**config.mk**
```make
export PLATFORM = sky130hd
export DESIGN_NAME = routerOutputPort
export DESIGN_NICKNAME = d
export VERILOG_FILES = /design/src/design/nocPkg.sv /design/src/design/arbPkg.sv /design/src/design/inputQueue.sv /design/src/design/packetTracker.sv /design/src/design/outputArbiter.sv /design/src/design/outputLink.sv /design/src/design/routerOutputPort.sv
export SDC_FILE = /design/constraint.sdc
export NUM_CORES = 1
export LEC_CHECK = 0
export ABC_AREA = 1
export BUFFER_PORTS_ARGS = -buffer_cell sky130_fd_sc_hd__buf_2
export CORE_MARGIN = 3
export CORE_UTILIZATION = 60
export CTS_CLUSTER_SIZE = 40
export DETAILED_ROUTE_END_ITERATION = 16
export HOLD_SLACK_MARGIN = 0.1
export PLACE_DENSITY = 0.79
export SYNTH_ARGS = -nofsm -noshare
export SYNTH_HDL_FRONTEND = slang
export SYNTH_SLANG_ARGS = --single-unit
export TNS_END_PERCENT = 20
```
**constraint.sdc**
```tcl
create_clock -name clk -period 10.36 [get_ports clk]
set_input_delay 2.072 -clock clk [delete_from_list [all_inputs] [get_ports clk]]
set_output_delay 2.072 -clock clk [all_outputs]
set_load 0.1 [all_outputs]
```
**src/design/nocPkg.sv**
```systemverilog
`default_nettype none

package nocPkg;

  localparam int NUM_PORTS        = 5;
  localparam int QUEUE_DEPTH      = 4;  // also the credits each upstream sender starts with.
  localparam int DOWNSTREAM_DEPTH = 4;
  localparam int PAYLOAD_W        = 16;
  localparam int LEN_W            = 8;

  // derived widths for pointers and counters.
  localparam int QPTR_W   = $clog2(QUEUE_DEPTH);
  localparam int QCNT_W   = $clog2(QUEUE_DEPTH + 1);
  localparam int CREDIT_W = $clog2(DOWNSTREAM_DEPTH + 1);

  // the declaration order is also the priority order of the arbiter.
  typedef enum logic [2:0] {
    PORT_L,
    PORT_N,
    PORT_E,
    PORT_W,
    PORT_S
  } portId_t;

  typedef enum logic [1:0] {
    FLIT_HEAD,
    FLIT_BODY,
    FLIT_TAIL
  } flitKind_t;

  // a head flit carries the packet length, head included, in payload[LEN_W-1:0].
  typedef struct packed {
    flitKind_t              kind;
    logic [PAYLOAD_W-1:0]   payload;
  } flit_t;

endpackage

`default_nettype wire

```
**src/design/arbPkg.sv**
```systemverilog
`default_nettype none

package arbPkg;

  // one grant state per input port, in the same order as portId_t.
  typedef enum logic [2:0] {
    ARB_IDLE,
    GRANT_L,
    GRANT_N,
    GRANT_E,
    GRANT_W,
    GRANT_S
  } arbState_t;

  // grant handed from the arbiter to the output link and the packet tracker.
  typedef struct packed {
    logic             active;
    nocPkg::portId_t  port;
  } grant_t;

endpackage

`default_nettype wire

```
**src/design/inputQueue.sv**
```systemverilog
`timescale 1ns/1ps
`default_nettype none

module inputQueue
  import nocPkg::*;
(
  input  wire logic  clk,
  input  wire logic  rst,
  input  wire flit_t inFlit,
  input  wire logic  inValid,
  input  wire logic  pop,
  output flit_t      frontFlit,
  output logic       notEmpty,
  output logic       creditReturn
);

  flit_t              mem [QUEUE_DEPTH];
  logic [QPTR_W-1:0]  rdPtr;
  logic [QPTR_W-1:0]  wrPtr;
  logic [QCNT_W-1:0]  count;

  assign frontFlit = mem[rdPtr];
  assign notEmpty  = (count != '0);

  always_ff @(posedge clk)
  begin
    if (inValid)
      mem[wrPtr] <= inFlit;
  end

  always_ff @(posedge clk)
  begin
    if (rst)
    begin
      rdPtr        <= '0;
      wrPtr        <= '0;
      count        <= '0;
      creditReturn <= 1'b0;
    end
    else
    begin
      if (inValid)
        wrPtr <= (wrPtr == QPTR_W'(QUEUE_DEPTH - 1)) ? '0 : wrPtr + 1'b1;
      if (pop)
        rdPtr <= (rdPtr == QPTR_W'(QUEUE_DEPTH - 1)) ? '0 : rdPtr + 1'b1;
      case ({inValid, pop})
        2'b10:   count <= count + 1'b1;
        2'b01:   count <= count - 1'b1;
        default: count <= count;
      endcase
      creditReturn <= pop;  // the freed slot goes back to the sender next cycle.
    end
  end

  // the sender only writes with a credit in hand, so the queue never fills past depth.
  assert property (@(posedge clk) disable iff (rst)
    inValid |-> count != QCNT_W'(QUEUE_DEPTH))
    else $error("inputQueue: write while full.");

  // pops come from the output link and must only hit a queue holding a flit.
  assert property (@(posedge clk) disable iff (rst)
    pop |-> notEmpty)
    else $error("inputQueue: pop while empty.");

endmodule

`default_nettype wire

```
**src/design/packetTracker.sv**
```systemverilog
`timescale 1ns/1ps
`default_nettype none

module packetTracker
  import nocPkg::*;
(
  input  wire logic             clk,
  input  wire logic             rst,
  input  wire flitKind_t        frontKind,
  input  wire logic [LEN_W-1:0] frontLength,
  input  wire logic             send,
  output logic                  packetDone
);

  logic [LEN_W-1:0] sentCount;
  logic [LEN_W-1:0] pktLen;
  logic [LEN_W-1:0] curLen;
  logic             isLast;

  // at a packet boundary the length comes straight from the head being sent.
  assign curLen     = (sentCount == '0) ? frontLength : pktLen;
  assign isLast     = (LEN_W'(sentCount + 1'b1) >= curLen);  // a length of 0 acts as 1.
  assign packetDone = send && isLast;

  always_ff @(posedge clk)
  begin
    if (send && sentCount == '0)
      pktLen <= frontLength;
  end

  always_ff @(posedge clk)
  begin
    if (rst)
      sentCount <= '0;
    else if (send)
      sentCount <= isLast ? '0 : sentCount + 1'b1;
  end

  // queues and arbiter together must always present a head at a packet boundary.
  assert property (@(posedge clk) disable iff (rst)
    send && sentCount == '0 |-> frontKind == FLIT_HEAD)
    else $error("packetTracker: first flit of a packet is not a head.");

endmodule

`default_nettype wire

```
**src/design/outputArbiter.sv**
```systemverilog
`timescale 1ns/1ps
`default_nettype none

module outputArbiter
  import nocPkg::*, arbPkg::*;
(
  input  wire logic                 clk,
  input  wire logic                 rst,
  input  wire logic [NUM_PORTS-1:0] requests,
  input  wire logic                 packetDone,
  output grant_t                    grant
);

  arbState_t state;
  arbState_t nextState;

  // Searches the ports cyclically, starting with the one after served.
  // The served port itself is looked at last, and ARB_IDLE comes back if nobody asks.
  function automatic arbState_t pickNext(input int served, input logic [NUM_PORTS-1:0] req);
    arbState_t pick;
    int        idx;
    pick = ARB_IDLE;
    // walk from the farthest candidate to the nearest so the nearest wins.
    for (int k = NUM_PORTS; k >= 1; k--)
    begin
      idx = (served + k) % NUM_PORTS;
      if (req[idx])
        pick = arbState_t'(3'(idx + 1));
    end
    return pick;
  endfunction

  always_ff @(posedge clk)
  begin
    if (rst)
      state <= ARB_IDLE;
    else
      state <= nextState;
  end

  always_comb
  begin
    nextState = state;
    case (state)
      ARB_IDLE:
      begin
        // starting the search after S gives fixed priority with L first.
        nextState = pickNext(NUM_PORTS - 1, requests);
      end
      GRANT_L, GRANT_N, GRANT_E, GRANT_W, GRANT_S:
      begin
        if (packetDone)
          nextState = pickNext(int'(grant.port), requests);
      end
      default:
      begin
        nextState = ARB_IDLE;
      end
    endcase
  end

  // The grant is a plain decode of the state register.
  always_comb
  begin
    grant.active = (state != ARB_IDLE);
    grant.port   = PORT_L;
    case (state)
      GRANT_L: grant.port = PORT_L;
      GRANT_N: grant.port = PORT_N;
      GRANT_E: grant.port = PORT_E;
      GRANT_W: grant.port = PORT_W;
      GRANT_S: grant.port = PORT_S;
      default: grant.port = PORT_L;
    endcase
  end

  // nothing can be sent without a grant, so the tracker cannot end a packet here.
  assert property (@(posedge clk) disable iff (rst)
    state == ARB_IDLE |-> !packetDone)
    else $error("outputArbiter: packetDone while idle.");

endmodule

`default_nettype wire

```
**src/design/outputLink.sv**
```systemverilog
`timescale 1ns/1ps
`default_nettype none

module outputLink
  import nocPkg::*, arbPkg::*;
(
  input  wire logic                 clk,
  input  wire logic                 rst,
  input  wire grant_t               grant,
  input  wire flit_t                frontFlits [NUM_PORTS],
  input  wire logic [NUM_PORTS-1:0] frontValid,
  input  wire logic                 outCredit,
  output logic                      send,
  output flit_t                     selFlit,
  output logic [NUM_PORTS-1:0]      pops,
  output flit_t                     outFlit,
  output logic                      outValid
);

  logic [CREDIT_W-1:0] credits;

  assign selFlit = frontFlits[grant.port];
  assign send    = grant.active && frontValid[grant.port] && (credits != '0);
  assign pops    = send ? (NUM_PORTS'(1) << grant.port) : '0;

  always_ff @(posedge clk)
  begin
    if (send)
      outFlit <= selFlit;
  end

  always_ff @(posedge clk)
  begin
    if (rst)
    begin
      outValid <= 1'b0;
      credits  <= CREDIT_W'(DOWNSTREAM_DEPTH);
    end
    else
    begin
      outValid <= send;
      case ({send, outCredit})
        2'b10:   credits <= credits - 1'b1;
        2'b01:   credits <= credits + 1'b1;
        default: credits <= credits;  // a send and a returned credit cancel out.
      endcase
    end
  end

  // downstream may only return credits for slots this link has filled.
  assert property (@(posedge clk) disable iff (rst)
    credits <= CREDIT_W'(DOWNSTREAM_DEPTH))
    else $error("outputLink: credit count above downstream depth.");

endmodule

`default_nettype wire

```
**src/design/routerOutputPort.sv**
```systemverilog
`timescale 1ns/1ps
`default_nettype none

module routerOutputPort
  import nocPkg::*, arbPkg::*;
(
  input  wire logic                 clk,
  input  wire logic                 rst,
  input  wire flit_t                inFlits [NUM_PORTS],
  input  wire logic [NUM_PORTS-1:0] inValids,
  output logic [NUM_PORTS-1:0]      creditReturns,
  output flit_t                     outFlit,
  output logic                      outValid,
  input  wire logic                 outCredit
);

  flit_t                frontFlits [NUM_PORTS];
  logic [NUM_PORTS-1:0] notEmpty;
  logic [NUM_PORTS-1:0] pops;
  logic [NUM_PORTS-1:0] requests;
  grant_t               grant;
  flit_t                selFlit;
  logic                 send;
  logic                 packetDone;

  // A queue being popped is left out of the request vector for that cycle.
  // Otherwise a queue whose last flit just left could be granted again and hold
  // the output while empty.
  assign requests = notEmpty & ~pops;

  for (genvar p = 0; p < NUM_PORTS; p++)
  begin : gQueue
    inputQueue i_queue (
      .clk          (clk),
      .rst          (rst),
      .inFlit       (inFlits[p]),
      .inValid      (inValids[p]),
      .pop          (pops[p]),
      .frontFlit    (frontFlits[p]),
      .notEmpty     (notEmpty[p]),
      .creditReturn (creditReturns[p])
    );
  end

  outputArbiter i_arbiter (
    .clk        (clk),
    .rst        (rst),
    .requests   (requests),
    .packetDone (packetDone),
    .grant      (grant)
  );

  packetTracker i_tracker (
    .clk         (clk),
    .rst         (rst),
    .frontKind   (selFlit.kind),
    .frontLength (selFlit.payload[LEN_W-1:0]),
    .send        (send),
    .packetDone  (packetDone)
  );

  outputLink i_link (
    .clk        (clk),
    .rst        (rst),
    .grant      (grant),
    .frontFlits (frontFlits),
    .frontValid (notEmpty),
    .outCredit  (outCredit),
    .send       (send),
    .selFlit    (selFlit),
    .pops       (pops),
    .outFlit    (outFlit),
    .outValid   (outValid)
  );

endmodule

`default_nettype wire

```
==> metrics.log, run 1 <==
[metrics] overflow left after global routing: 0
[metrics] number of buffers between clock root and the deepest sink: 3
[metrics] CP arrival: 5950 ps
[metrics] total of warnings raised by yosys: 0
[metrics] post-route antenna net violation count: 0
[metrics] post-synthesis to final-layout area growth: 12.1%
[metrics] number of synthesized register bits: 451
[metrics] Worst IR Drop VDD: 0.000267 V
[metrics] insertion delay to the later sink of the worst-skew pair: 560 ps
[metrics] TritonCTS clock tree: done
[metrics] effective utilization at floorplan: 0.612
[metrics] asr flop ratio synth: 0
[metrics] post-synth top area cell: sky130_fd_sc_hd__edfxtp_1
[metrics] ratio of cells with drive above 1 in the final layout: 0.143
[metrics] height of the die: 188 um
[metrics] worst stage delay on the critical path: 610 ps
[metrics] DRC errors left: 0
[metrics] number of flops mapped to enable cells by yosys: 386
[metrics] number of endpoints with negative hold slack in the final report: 0
[metrics] Inserted Clock Buffers: 45
[metrics] Power Dens Cells: 263 mW/mm^2
[metrics] area of the mapped netlist: 0.0200 mm^2
[metrics] mean number of vias per cell: 5.94
[metrics] setup TNS: 0 ps
[metrics] num rows: 66
[metrics] total die area: 0.0355 mm^2
[metrics] count of mapped cells out of synthesis: 1742
[metrics] final critical-path required period: 5480 ps
[metrics] Layout Nets: 2013
[metrics] top fanout value on the critical path: 45
[metrics] FF-to-FF Start: i_arbiter.state[2]$_SDFFE_PP0P_
[metrics] total nets after synthesis: 1917
[metrics] hold buffer count at cts: 0
[metrics] CP Launch Type: flop
[metrics] ratio of final minimum period to clock period: 0.529
[metrics] global-route wire length before repair: 73.1 mm
[metrics] highest-delay cell along the critical path: sky130_fd_sc_hd__dfxtp_1
[metrics] required time of the critical path: 10820 ps
[metrics] width of the chip: 188 um
[metrics] H-Tree Depth: 2
[metrics] standard cell core area: 0.0326 mm^2
[metrics] average wire length per cell after detail routing: 20.6 um
[metrics] final cell count without fillers: 2321
[metrics] Clk Tree Root Cell: sky130_fd_sc_hd__clkbuf_16
[metrics] leakage power: 8.58 nW
[metrics] Slew headroom: 0.279
[metrics] number of I/O pins: 122
[metrics] number of placed instances with taps included: 2233
[metrics] start point of the worst hold path: gQueue[2].i_queue.count[2]$_SDFFE_PP0P_
[metrics] crit path capture type: flop
[metrics] average footprint of a synthesized cell: 11.5 um^2
[metrics] Crit Path Category: reg2reg
[metrics] number of iterations in the first detailed-routing pass: 6
[metrics] violation count after the first detailed-route iteration: 1501
[metrics] commonest cells after routing, fill and taps aside: sky130_fd_sc_hd__edfxtp_1, sky130_fd_sc_hd__nor2_1, sky130_fd_sc_hd__o21ai_0, sky130_fd_sc_hd__nand2_1, sky130_fd_sc_hd__inv_1
[metrics] routed via count: 13.8k
[metrics] Worst Max-Slew Pin Slew: 1070 ps
[metrics] core utilization of the finished layout: 0.686
[metrics] top cells by area, synth: sky130_fd_sc_hd__edfxtp_1, sky130_fd_sc_hd__dfxtp_1, sky130_fd_sc_hd__o21ai_0, sky130_fd_sc_hd__ha_1, sky130_fd_sc_hd__nor2_1
[metrics] CP startpoint: i_arbiter.state[2]$_SDFFE_PP0P_
[metrics] wirelength, routed: 47.9 mm
[metrics] Placer Congestion: 0.921
[metrics] gr usage total: 0.265
[metrics] Most common cell on crit path: sky130_fd_sc_hd__nand2_1
[metrics] cell depth of the worst flop-to-flop path: 33
[metrics] dominant synthesized flop cell: sky130_fd_sc_hd__edfxtp_1
[metrics] type of the worst min-delay path: reg2reg
[metrics] Slew Limit Fails: 0
[metrics] number of clock sinks: 451
[metrics] outcome: finished, final reports clean
[metrics] leading cell type in the layout, fill and taps excluded: sky130_fd_sc_hd__edfxtp_1
[metrics] count of maximum capacitance violations: 0
[metrics] portion of synthesized cell area occupied by the leading cell type: 0.581
[metrics] Post-Route Skew: 35.8 ps
[metrics] worst hold path cell count: 2
[metrics] maximum number of pins on one net before global-route repair: 46
[metrics] unrepaired setup endpoints after global routing: no
[metrics] Yosys cell types: 58
[metrics] total half-perimeter wirelength after legalization and detailed placement: 31.4 mm
[metrics] count of buffers added by post-CTS timing repair for setup: 0
[metrics] via count of the first global-routing pass: 13.2k
[metrics] post-cts gate resize count: 0
[metrics] Finish-stage setup viols: 0
[metrics] clock-pin transition on the worst setup and hold timing paths: 60 ps
[metrics] port buffer count: 121
[metrics] number of antenna violations at the first check in global routing: 4
[metrics] sequential element share of the synthesized area: 0.646
[metrics] Highest Clock Rate: 182 MHz
-- where the power goes --
group / switching, W / internal [W] / total, W
sequential: 0.0000756 / 0.00217 / 0.00224
clock: 0.000677 / 0.000959 / 0.00164
combinational: 0.00145 / 0.000546 / 0.00200
-- critical path: cells and delay by family, from the launching register on --
| kind | cells | cell delay, ps |
|---|---|---|
| AO/OA/AOI/OAI | 1 | 100 |
| AND/OR/NAND/NOR | 20 | 1890 |
| buffers and inverters | 5 | 1090 |
| adder cells (fa/ha/maj) | 5 | 1310 |
| flip-flops | 1 | 610 |
| XOR/XNOR | 2 | 360 |
-- layout make-up --
type,instances,area [um^2]
clock buffer,56,1210
sequential,451,12900
multi-input combinational,1057,6130
inverter,151,574
antenna,4,10.0
clock inverter,28,304
tap,442,553
fill,2216,10300
timing repair buffer,132,688
-- worst paths after layout --
kind | slack, ps | endpoint
worst max-delay path | 4880 | i_arbiter.state[2]$_SDFFE_PP0P_
worst min-delay path | 460 | gQueue[2].i_queue.count[2]$_SDFFE_PP0P_
worst max register to register | 4880 | i_arbiter.state[2]$_SDFFE_PP0P_
worst min register to register | 460 | gQueue[2].i_queue.count[2]$_SDFFE_PP0P_
-- cells by family after synthesis --
group	after synthesis	share of synthesized area
AND/OR/NAND/NOR	516	0.113
flip-flops	451	0.646
AO/OA/AOI/OAI	437	0.130
buffers and inverters	234	0.0470
adder cells (fa/ha/maj)	77	0.0505
XOR/XNOR	19	0.0100
multiplexers	8	0.00401
-- cells in the mapped netlist (6+ instances only) --
| library cell | number |
|---|---|
| sky130_fd_sc_hd__o211ai_1 | 8 |
| sky130_fd_sc_hd__nand2_2 | 21 |
| sky130_fd_sc_hd__a21oi_1 | 85 |
| sky130_fd_sc_hd__a221oi_1 | 12 |
| sky130_fd_sc_hd__buf_4 | 7 |
| sky130_fd_sc_hd__nor3_1 | 12 |
| sky130_fd_sc_hd__a221o_1 | 9 |
| sky130_fd_sc_hd__dfxtp_1 | 65 |
| sky130_fd_sc_hd__inv_1 | 136 |
| sky130_fd_sc_hd__nand4_1 | 7 |
| sky130_fd_sc_hd__inv_2 | 8 |
| sky130_fd_sc_hd__fa_1 | 6 |
| sky130_fd_sc_hd__xor2_1 | 13 |
| sky130_fd_sc_hd__o22ai_1 | 62 |
| sky130_fd_sc_hd__o221ai_1 | 21 |
| sky130_fd_sc_hd__nand3_1 | 58 |
| sky130_fd_sc_hd__clkbuf_1 | 67 |
| sky130_fd_sc_hd__mux2i_1 | 8 |
| sky130_fd_sc_hd__ha_1 | 71 |
| sky130_fd_sc_hd__nor2_1 | 205 |
| sky130_fd_sc_hd__o21ai_0 | 205 |
| sky130_fd_sc_hd__edfxtp_1 | 386 |
| sky130_fd_sc_hd__nand2_1 | 188 |
-- flip-flops by register name (all words and copies together), names as in the netlist, named ones only --
signal	flops
gQueue.i_queue.count	15
i_link.outFlit	18
gQueue.i_queue.rdPtr	10
i_link.credits	3
gQueue.i_queue.creditReturn	5
i_arbiter.state	3
gQueue.i_queue.mem	360
i_tracker.sentCount	8
i_tracker.pktLen	8
i_link.outValid	1
gQueue.i_queue.wrPtr	10
-- metrics by stage --
| stage | worst slack [ps] | power [W] | cell area [um^2] | hold WS, ps |
|---|---|---|---|---|
| finish | 4880 | 0.00588 | 22400 | 464 |
| global route | 4420 | 0.00618 | 22400 | 489 |
| CTS | 4960 | 0.00587 | 22400 | 464 |
| detailed placement | 4960 | 0.00424 | 20800 | 451 |
| global placement | 5200 | 0.00419 | 20800 | 441 |
| floorplan | 5770 | 0.00373 | 20000 | 422 |
-- layer usage --
| layer | vias up | track usage | part of all wire |
|---|---|---|---|
| li1 | 6416 | - | - |
| met1 | 6629 | 0.364 | 0.40 |
| met5 | - | 0 | 0.00027 |
| met4 | 2 | 0.0922 | 0.036 |
| met2 | 634 | 0.432 | 0.48 |
| met3 | 108 | 0.0469 | 0.088 |
Note: power is estimated with default switching activity, not from simulation.
==> run 2: changes to the inputs <==
- CORE_UTILIZATION: 60 -> 55
- PLACE_DENSITY: 0.79 -> 0.76
- clock period: 10.36 -> 4.4 ns (I/O delays scaled with it)
==> run 2 against run 1 <==
  * Final area increased by 1.3%
  * Total power increased by 140%
  * Combinational power increased by 140%
  * Critical path depth decreased by 3
  * Die area increased by 8.8%
  * Fmax increased by 34%
  * Register-to-register slack got worse by 4600 ps
  * Sequential share of layout area decreased by 0.68 points
  * Sequential power increased by 130%
  * Largest cell class unchanged
==> metrics.log, run 2 (same netlist as run 1, synthesis figures left out) <==
[metrics] outcome: finished, final reports clean
[metrics] Most common cell on crit path: sky130_fd_sc_hd__nand2_1
[metrics] count of maximum capacitance violations: 0 (unchanged)
[metrics] required time of the critical path: 4900 ps (-5920 ps)
[metrics] fill cell count: 2682 (+21%)
[metrics] height of the die: 196 um (+4.3%)
[metrics] type of the worst min-delay path: reg2reg
[metrics] CP Launch Type: flop
[metrics] worst stage delay on the critical path: 370 ps (-240 ps)
[metrics] standard cell core area: 0.0357 mm^2 (+9.3%)
[metrics] highest-delay cell along the critical path: sky130_fd_sc_hd__dfxtp_4
[metrics] H-Tree Depth: 2 (unchanged)
[metrics] number of clock sinks: 451 (unchanged)
[metrics] maximum number of pins on one net before global-route repair: 45 (-2.2%)
[metrics] number of endpoints with negative hold slack in the final report: 0 (unchanged)
[metrics] Finish-stage setup viols: 0 (unchanged)
[metrics] largest registers ranked by flip-flop count: gQueue.i_queue.mem: 360 flops, i_link.outFlit: 18 flops, gQueue.i_queue.count: 15 flops
[metrics] cell depth of the worst flop-to-flop path: 30 (-9.1%)
[metrics] total die area: 0.0386 mm^2 (+8.8%)
[metrics] DRC errors left: 0 (unchanged)
[metrics] post-synthesis to final-layout area growth: 13.5%
[metrics] average wire length per cell after detail routing: 20.4 um (-1.4%)
[metrics] Post-Route Skew: 24.4 ps (-11.5 ps)
[metrics] Highest Clock Rate: 244 MHz (+34%)
[metrics] unrepaired setup endpoints after global routing: no
[metrics] hold buffer count at cts: 0 (unchanged)
[metrics] max reg flops: 360 (unchanged)
[metrics] overflow left after global routing: 0 (unchanged)
[metrics] Layout Nets: 2044 (+1.5%)
[metrics] gr usage total: 0.246 (-0.0186)
[metrics] via count of the first global-routing pass: 13.0k (-1.1%)
[metrics] mean number of vias per cell: 5.80 (-2.4%)
[metrics] instance area after placement: 0.0211 mm^2 (+1.3%)
[metrics] length of routed wiring on met1: 19.7 mm (+2.5%)
[metrics] num rows: 69 (+4.5%)
[metrics] worst hold path cell count: 1 (-1)
[metrics] Inserted Clock Buffers: 46 (+2.2%)
[metrics] ratio of final minimum period to clock period: 0.931 (+0.402)
[metrics] Crit Path Category: reg2reg
[metrics] Worst Max-Slew Pin Slew: 907 ps (-168 ps)
[metrics] insertion delay to the later sink of the worst-skew pair: 580 ps (+20 ps)
[metrics] Slew Limit Fails: 0 (unchanged)
[metrics] number of buffers between clock root and the deepest sink: 3 (unchanged)
[metrics] violation count after the first detailed-route iteration: 1211 (-19%)
[metrics] commonest cells after routing, fill and taps aside: sky130_fd_sc_hd__edfxtp_1, sky130_fd_sc_hd__o21ai_0, sky130_fd_sc_hd__nor2_1, sky130_fd_sc_hd__nand2_1, sky130_fd_sc_hd__inv_1
[metrics] wirelength, routed: 48.3 mm (+0.71%)
[metrics] worst hold margin: 451 ps (-12.4 ps)
[metrics] leading cell type in the layout, fill and taps excluded: sky130_fd_sc_hd__edfxtp_1
[metrics] post-route antenna net violation count: 0 (unchanged)
[metrics] effective utilization at floorplan: 0.560 (-0.0521)
[metrics] Clk Tree Root Cell: sky130_fd_sc_hd__clkbuf_16
[metrics] Power Dens Cells: 614 mW/mm^2 (+130%)
[metrics] number of iterations in the first detailed-routing pass: 6 (unchanged)
[metrics] total half-perimeter wirelength after legalization and detailed placement: 32.5 mm (+3.3%)
[metrics] port buffer count: 121 (unchanged)
[metrics] met3 routed wirelength: 3.52 mm (-16%)
[metrics] number of I/O pins: 122 (unchanged)
[metrics] leakage power: 8.73 nW (+1.7%)
[metrics] Placer Congestion: 0.913 (-0.90%)
[metrics] top fanout value on the critical path: 10 (-78%)
[metrics] number of antenna violations at the first check in global routing: 6 (+2)
[metrics] Worst IR Drop VDD: 0.000425 V (+59%)
[metrics] ratio of cells with drive above 1 in the final layout: 0.164 (+0.0201)
[metrics] routed via count: 13.7k (-0.35%)
[metrics] CP arrival: 4590 ps (-1360 ps)
[metrics] global-route wire length before repair: 73.3 mm (+0.22%)
[metrics] largest register by flop count: gQueue.i_queue.mem
[metrics] final critical-path required period: 4100 ps (-1390 ps)
[metrics] PnR Total Power: 0.0139 W (+140%)
[metrics] highest signal layer in the routed design: met5
[metrics] detailed route wirelength on metal2: 23.5 mm (+3.1%)
[metrics] crit path capture type: flop
[metrics] Slew headroom: 0.395 (+0.116)
[metrics] TritonCTS clock tree: done
[metrics] clock-pin transition on the worst setup and hold timing paths: 70 ps (about the same)
[metrics] Finished Cell Area: 0.0226 mm^2 (+1.3%)
[metrics] setup TNS: 0 ps (unchanged)
[metrics] width of the chip: 196 um (+4.3%)
run 2: cell types whose count changed in the layout (fill, tap and decap cells not counted), moves of 3 or more:
| cell | previous run | this run |
|---|---|---|
| sky130_fd_sc_hd__buf_4 | 11 | 40 |
| sky130_fd_sc_hd__bufinv_16 | 5 | 2 |
| sky130_fd_sc_hd__clkinv_1 | 12 | 9 |
| sky130_fd_sc_hd__dfxtp_1 | 65 | 62 |
| sky130_fd_sc_hd__nand2_1 | 188 | 185 |
| sky130_fd_sc_hd__nand2_2 | 21 | 24 |
run 2: final timing paths:
| check | start | endpoint | slack, ps |
|---|---|---|---|
| hold reg to reg | gQueue[3].i_queue.count[0]$_SDFFE_PP0P_ | gQueue[3].i_queue.count[0]$_SDFFE_PP0P_ | 450 |
| setup reg to reg | i_arbiter.state[2]$_SDFFE_PP0P_ | i_arbiter.state[2]$_SDFFE_PP0P_ | 300 |
| setup / recovery | i_arbiter.state[2]$_SDFFE_PP0P_ | i_arbiter.state[2]$_SDFFE_PP0P_ | 300 |
| hold / removal | gQueue[3].i_queue.count[0]$_SDFFE_PP0P_ | gQueue[3].i_queue.count[0]$_SDFFE_PP0P_ | 450 |
run 2: power breakdown:
| group | internal [W] | switching [W] |
|---|---|---|
| combinational | 0.00136 | 0.00348 |
| clock | 0.00219 | 0.00161 |
| sequential | 0.00511 | 0.000157 |
run 2: per-stage QoR:
| step | utilization | std cells | setup WS, ps |
|---|---|---|---|
| global placement | 0.592 | 2280 | 249 |
| floorplan | - | 1742 | 25.5 |
| detailed placement | 0.592 | 2280 | 128 |
| finish | 0.635 | 2371 | 304 |
| global route | 0.635 | 2370 | 30.6 |
| CTS | 0.634 | 2366 | 100 |
run 2: worst max-delay path: cells and delay by family, from the launching register on:
kind	cells	cell delay [ps]
AO/OA/AOI/OAI	1	100
AND/OR/NAND/NOR	19	1740
buffers and inverters	3	290
flip-flops	1	370
adder cells (fa/ha/maj)	5	1160
XOR/XNOR	2	340
run 2: layout make-up:
| type | count | area (um^2) | area share |
|---|---|---|---|
| flip-flops and latches | 451 | 12900 | 0.570 |
| multi-input cells | 1057 | 6160 | 0.272 |
| clock buffers | 62 | 1290 | 0.0571 |
| repair buffers | 162 | 926 | 0.0409 |
| well taps | 461 | 577 | 0.0255 |
| inverters | 151 | 574 | 0.0254 |
| clock inverters | 24 | 200 | 0.00884 |
| diodes | 3 | 7.51 | 0.000332 |
run 2: timing repair:
action	CTS	global route
setup buffers	0	2
gates resized for setup	0	11
setup endpoints to repair	0	3
run 2: routing by layer:
layer | track usage | up-vias
met5 | 0 | -
met4 | 0.0837 | 6
met3 | 0.0520 | 94
met2 | 0.402 | 490
met1 | 0.334 | 6669
li1 | - | 6482
==> run 3: changes to the inputs <==
- BUFFER_PORTS_ARGS: -buffer_cell sky130_fd_sc_hd__buf_2 -> -buffer_cell sky130_fd_sc_hd__clkbuf_2
==> run 3 against run 2 <==
  * Global-route usage shrank 0.053 points
  * Fmax shrank 0.15%
  * Core utilization is essentially flat
  * Non-clock buffer count shrank 3
  * Critical path depth grew 2
  * Die area is the same
  * Combinational power is essentially flat
  * Worst hold slack gained 5.0 ps
==> metrics.log, run 3 (same netlist as run 1, synthesis figures left out) <==
[metrics] DRC errors left: 0 (unchanged)
[metrics] largest register by flop count: gQueue.i_queue.mem
[metrics] CP endpoint: i_arbiter.state[2]$_SDFFE_PP0P_
[metrics] Most common cell on crit path: sky130_fd_sc_hd__nand2_1
[metrics] outcome: finished, final reports clean
[metrics] global-route wire length before repair: 73.4 mm (+0.21%)
[metrics] post-synthesis to final-layout area growth: 13.4% (about the same)
[metrics] Bufs and invs on worst path: 4 (+1)
[metrics] clock-pin transition on the worst setup and hold timing paths: 70 ps (about the same)
[metrics] crit path capture type: flop
[metrics] PnR Total Power: 0.0140 W (+1.0%)
[metrics] total half-perimeter wirelength after legalization and detailed placement: 31.9 mm (-1.6%)
[metrics] number of buffers between clock root and the deepest sink: 3 (unchanged)
[metrics] final cell count without fillers: 2366 (-0.21%)
[metrics] routed via count: 13.8k (+0.41%)
[metrics] Highest Clock Rate: 244 MHz (-0.15%)
[metrics] top fanout value on the critical path: 6 (-4)
[metrics] Worst Max-Slew Pin Slew: 893 ps (-14.2 ps)
[metrics] leakage power: 8.74 nW (about the same)
[metrics] effective utilization at floorplan: 0.560 (unchanged)
[metrics] TritonCTS clock tree: done
[metrics] Slew Limit Fails: 0 (unchanged)
[metrics] Slew headroom: 0.404 (+0.00948)
[metrics] critical path depth: 32 (+6.7%)
[metrics] wirelength, routed: 48.3 mm (about the same)
[metrics] worst hold margin: 456 ps (+5.00 ps)
[metrics] H-Tree Depth: 2 (unchanged)
[metrics] number of antenna violations at the first check in global routing: 2 (-4)
[metrics] violation count after the first detailed-route iteration: 1122 (-7.3%)
[metrics] number of placed instances with taps included: 2279 (-0.044%)
[metrics] average wire length per cell after detail routing: 20.4 um (+0.23%)
[metrics] kind of cell adding the most delay to the critical path: simple AND/OR/NAND/NOR gates
[metrics] post-route antenna net violation count: 0 (unchanged)
[metrics] width of the chip: 196 um (unchanged)
[metrics] Power Dens Cells: 621 mW/mm^2 (+1.1%)
[metrics] final critical-path required period: 4100 ps (+6.21 ps)
[metrics] via count of the first global-routing pass: 13.3k (+1.7%)
[metrics] num rows: 69 (unchanged)
[metrics] leading cell type in the layout, fill and taps excluded: sky130_fd_sc_hd__edfxtp_1
[metrics] number of endpoints with negative hold slack in the final report: 0 (unchanged)
[metrics] ratio of cells with drive above 1 in the final layout: 0.158 (-0.00552)
[metrics] max reg flops: 360 (unchanged)
[metrics] post-cts gate resize count: 0 (unchanged)
[metrics] core utilization of the finished layout: 0.635 (about the same)
[metrics] standard cell core area: 0.0357 mm^2 (unchanged)
[metrics] port buffer count: 121 (unchanged)
[metrics] overflow left after global routing: 0 (unchanged)
[metrics] FF-to-FF Start: i_arbiter.state[2]$_SDFFE_PP0P_
[metrics] CP arrival: 4620 ps (+30 ps)
[metrics] gr usage total: 0.246 (-0.000533)
[metrics] height of the die: 196 um (unchanged)
[metrics] hold buffer count at cts: 0 (unchanged)
[metrics] maximum number of pins on one net before global-route repair: 45 (unchanged)
[metrics] number of iterations in the first detailed-routing pass: 7 (+1)
[metrics] reg-to-reg setup timing slack: 300 ps (about the same)
[metrics] total die area: 0.0386 mm^2 (unchanged)
[metrics] number of I/O pins: 122 (unchanged)
[metrics] Crit Path Category: reg2reg
[metrics] mean number of vias per cell: 5.83 (+0.62%)
[metrics] Post-Route Skew: 21.3 ps (-3.07 ps)
[metrics] count of maximum capacitance violations: 0 (unchanged)
[metrics] Clk Tree Root Cell: sky130_fd_sc_hd__clkbuf_16
[metrics] CP startpoint: i_arbiter.state[2]$_SDFFE_PP0P_
[metrics] count of buffers added by post-CTS timing repair for setup: 0 (unchanged)
[metrics] largest registers ranked by flip-flop count: gQueue.i_queue.mem: 360 flops, i_link.outFlit: 18 flops, gQueue.i_queue.count: 15 flops
[metrics] worst stage delay on the critical path: 390 ps (+20 ps)
[metrics] cell depth of the worst flop-to-flop path: 32 (+6.7%)
[metrics] Placer Congestion: 0.945 (+3.5%)
[metrics] highest-delay cell along the critical path: sky130_fd_sc_hd__dfxtp_4
[metrics] ratio of final minimum period to clock period: 0.932 (+0.00141)
[metrics] commonest cells after routing, fill and taps aside: sky130_fd_sc_hd__edfxtp_1, sky130_fd_sc_hd__o21ai_0, sky130_fd_sc_hd__nor2_1, sky130_fd_sc_hd__nand2_1, sky130_fd_sc_hd__inv_1
[metrics] Inserted Clock Buffers: 46 (unchanged)
[metrics] Worst IR Drop VDD: 0.000429 V (+1.1%)
[metrics] Layout Nets: 2041 (-0.15%)
[metrics] insertion delay to the later sink of the worst-skew pair: 580 ps (about the same)
[metrics] required time of the critical path: 4920 ps (+20 ps)
[metrics] CP Launch Type: flop
[metrics] endpoint of the worst register-to-register path: i_arbiter.state[2]$_SDFFE_PP0P_
[metrics] type of the worst min-delay path: reg2reg
[metrics] Finish-stage setup viols: 0 (unchanged)
[metrics] number of clock sinks: 451 (unchanged)
==> run 3: cell count changes in the layout (fill, tap and decap cells not counted), moves of 3 or more <==
cell / delta
sky130_fd_sc_hd__buf_2: -121
sky130_fd_sc_hd__clkinv_1: +5
sky130_fd_sc_hd__clkinv_2: -4
sky130_fd_sc_hd__clkbuf_8: -6
sky130_fd_sc_hd__bufinv_16: +4
sky130_fd_sc_hd__clkbuf_2: +121
sky130_fd_sc_hd__buf_4: -3
==> run 3: worst reg2reg max path, delay by kind of cell, from the launching register on <==
| kind | cells | cell delay (ps) |
|---|---|---|
| AOI/OAI and AO/OA | 1 | 100 |
| xor gates and xnor gates | 2 | 330 |
| adders and majority gates | 5 | 1100 |
| buffers and inverters | 4 | 240 |
| DFF | 1 | 390 |
| and+or+nand+nor | 20 | 1820 |
==> run 3: how the worst min path moves through the flow <==
stage / endpoint / slack (ps) / cells after the start / start
6_report: gQueue[4].i_queue.count[0]$_SDFFE_PP0P_ / 460 / 1 / gQueue[4].i_queue.count[0]$_SDFFE_PP0P_
5_1_grt: gQueue[4].i_queue.count[0]$_SDFFE_PP0P_ / 500 / 1 / gQueue[4].i_queue.count[0]$_SDFFE_PP0P_
4_1_cts: gQueue[4].i_queue.count[0]$_SDFFE_PP0P_ / 460 / 1 / gQueue[4].i_queue.count[0]$_SDFFE_PP0P_
3_5_place_dp: gQueue[4].i_queue.count[0]$_SDFFE_PP0P_ / 450 / 1 / gQueue[4].i_queue.count[0]$_SDFFE_PP0P_
3_3_place_gp: gQueue[3].i_queue.count[0]$_SDFFE_PP0P_ / 430 / 1 / gQueue[3].i_queue.count[0]$_SDFFE_PP0P_
2_1_floorplan: gQueue[3].i_queue.count[0]$_SDFFE_PP0P_ / 420 / 1 / gQueue[3].i_queue.count[0]$_SDFFE_PP0P_
==> run 3: per-layer routing <==
| layer | up-vias | track usage | routed length (um) |
|---|---|---|---|
| li1 | 6488 | - | - |
| met1 | 6678 | 0.329 | 19700 |
| met2 | 544 | 0.412 | 23700 |
| met3 | 85 | 0.0390 | 3270 |
| met4 | 2 | 0.0879 | 1540 |
| met5 | - | 0 | 11 |
==> run 3: cell type report <==
cell class,instances,area (um^2)
antenna,1,2.50
fill,2651,13000
multi-input combinational,1057,6150
clock buffer,53,1180
clock inverter,33,344
tap,461,577
timing repair buffer,159,903
inverter,151,574
sequential,451,12900
==> run 3: stage by stage <==
stage | area, um^2 | TNS [ps] | setup slack (ps)
after global placement | 21100 | 0 | 309
final | 22600 | 0 | 298
after CTS | 22600 | 0 | 171
after floorplan | 20000 | 0 | 25.5
after global routing | 22600 | -3.95 | -3.95
after detailed placement | 21100 | 0 | 197
==> run 3: report_power, final <==
group          switching (W)  internal, W
sequential          0.000147      0.00510
combinational        0.00350      0.00135
clock                0.00165      0.00229
total                0.00530      0.00875
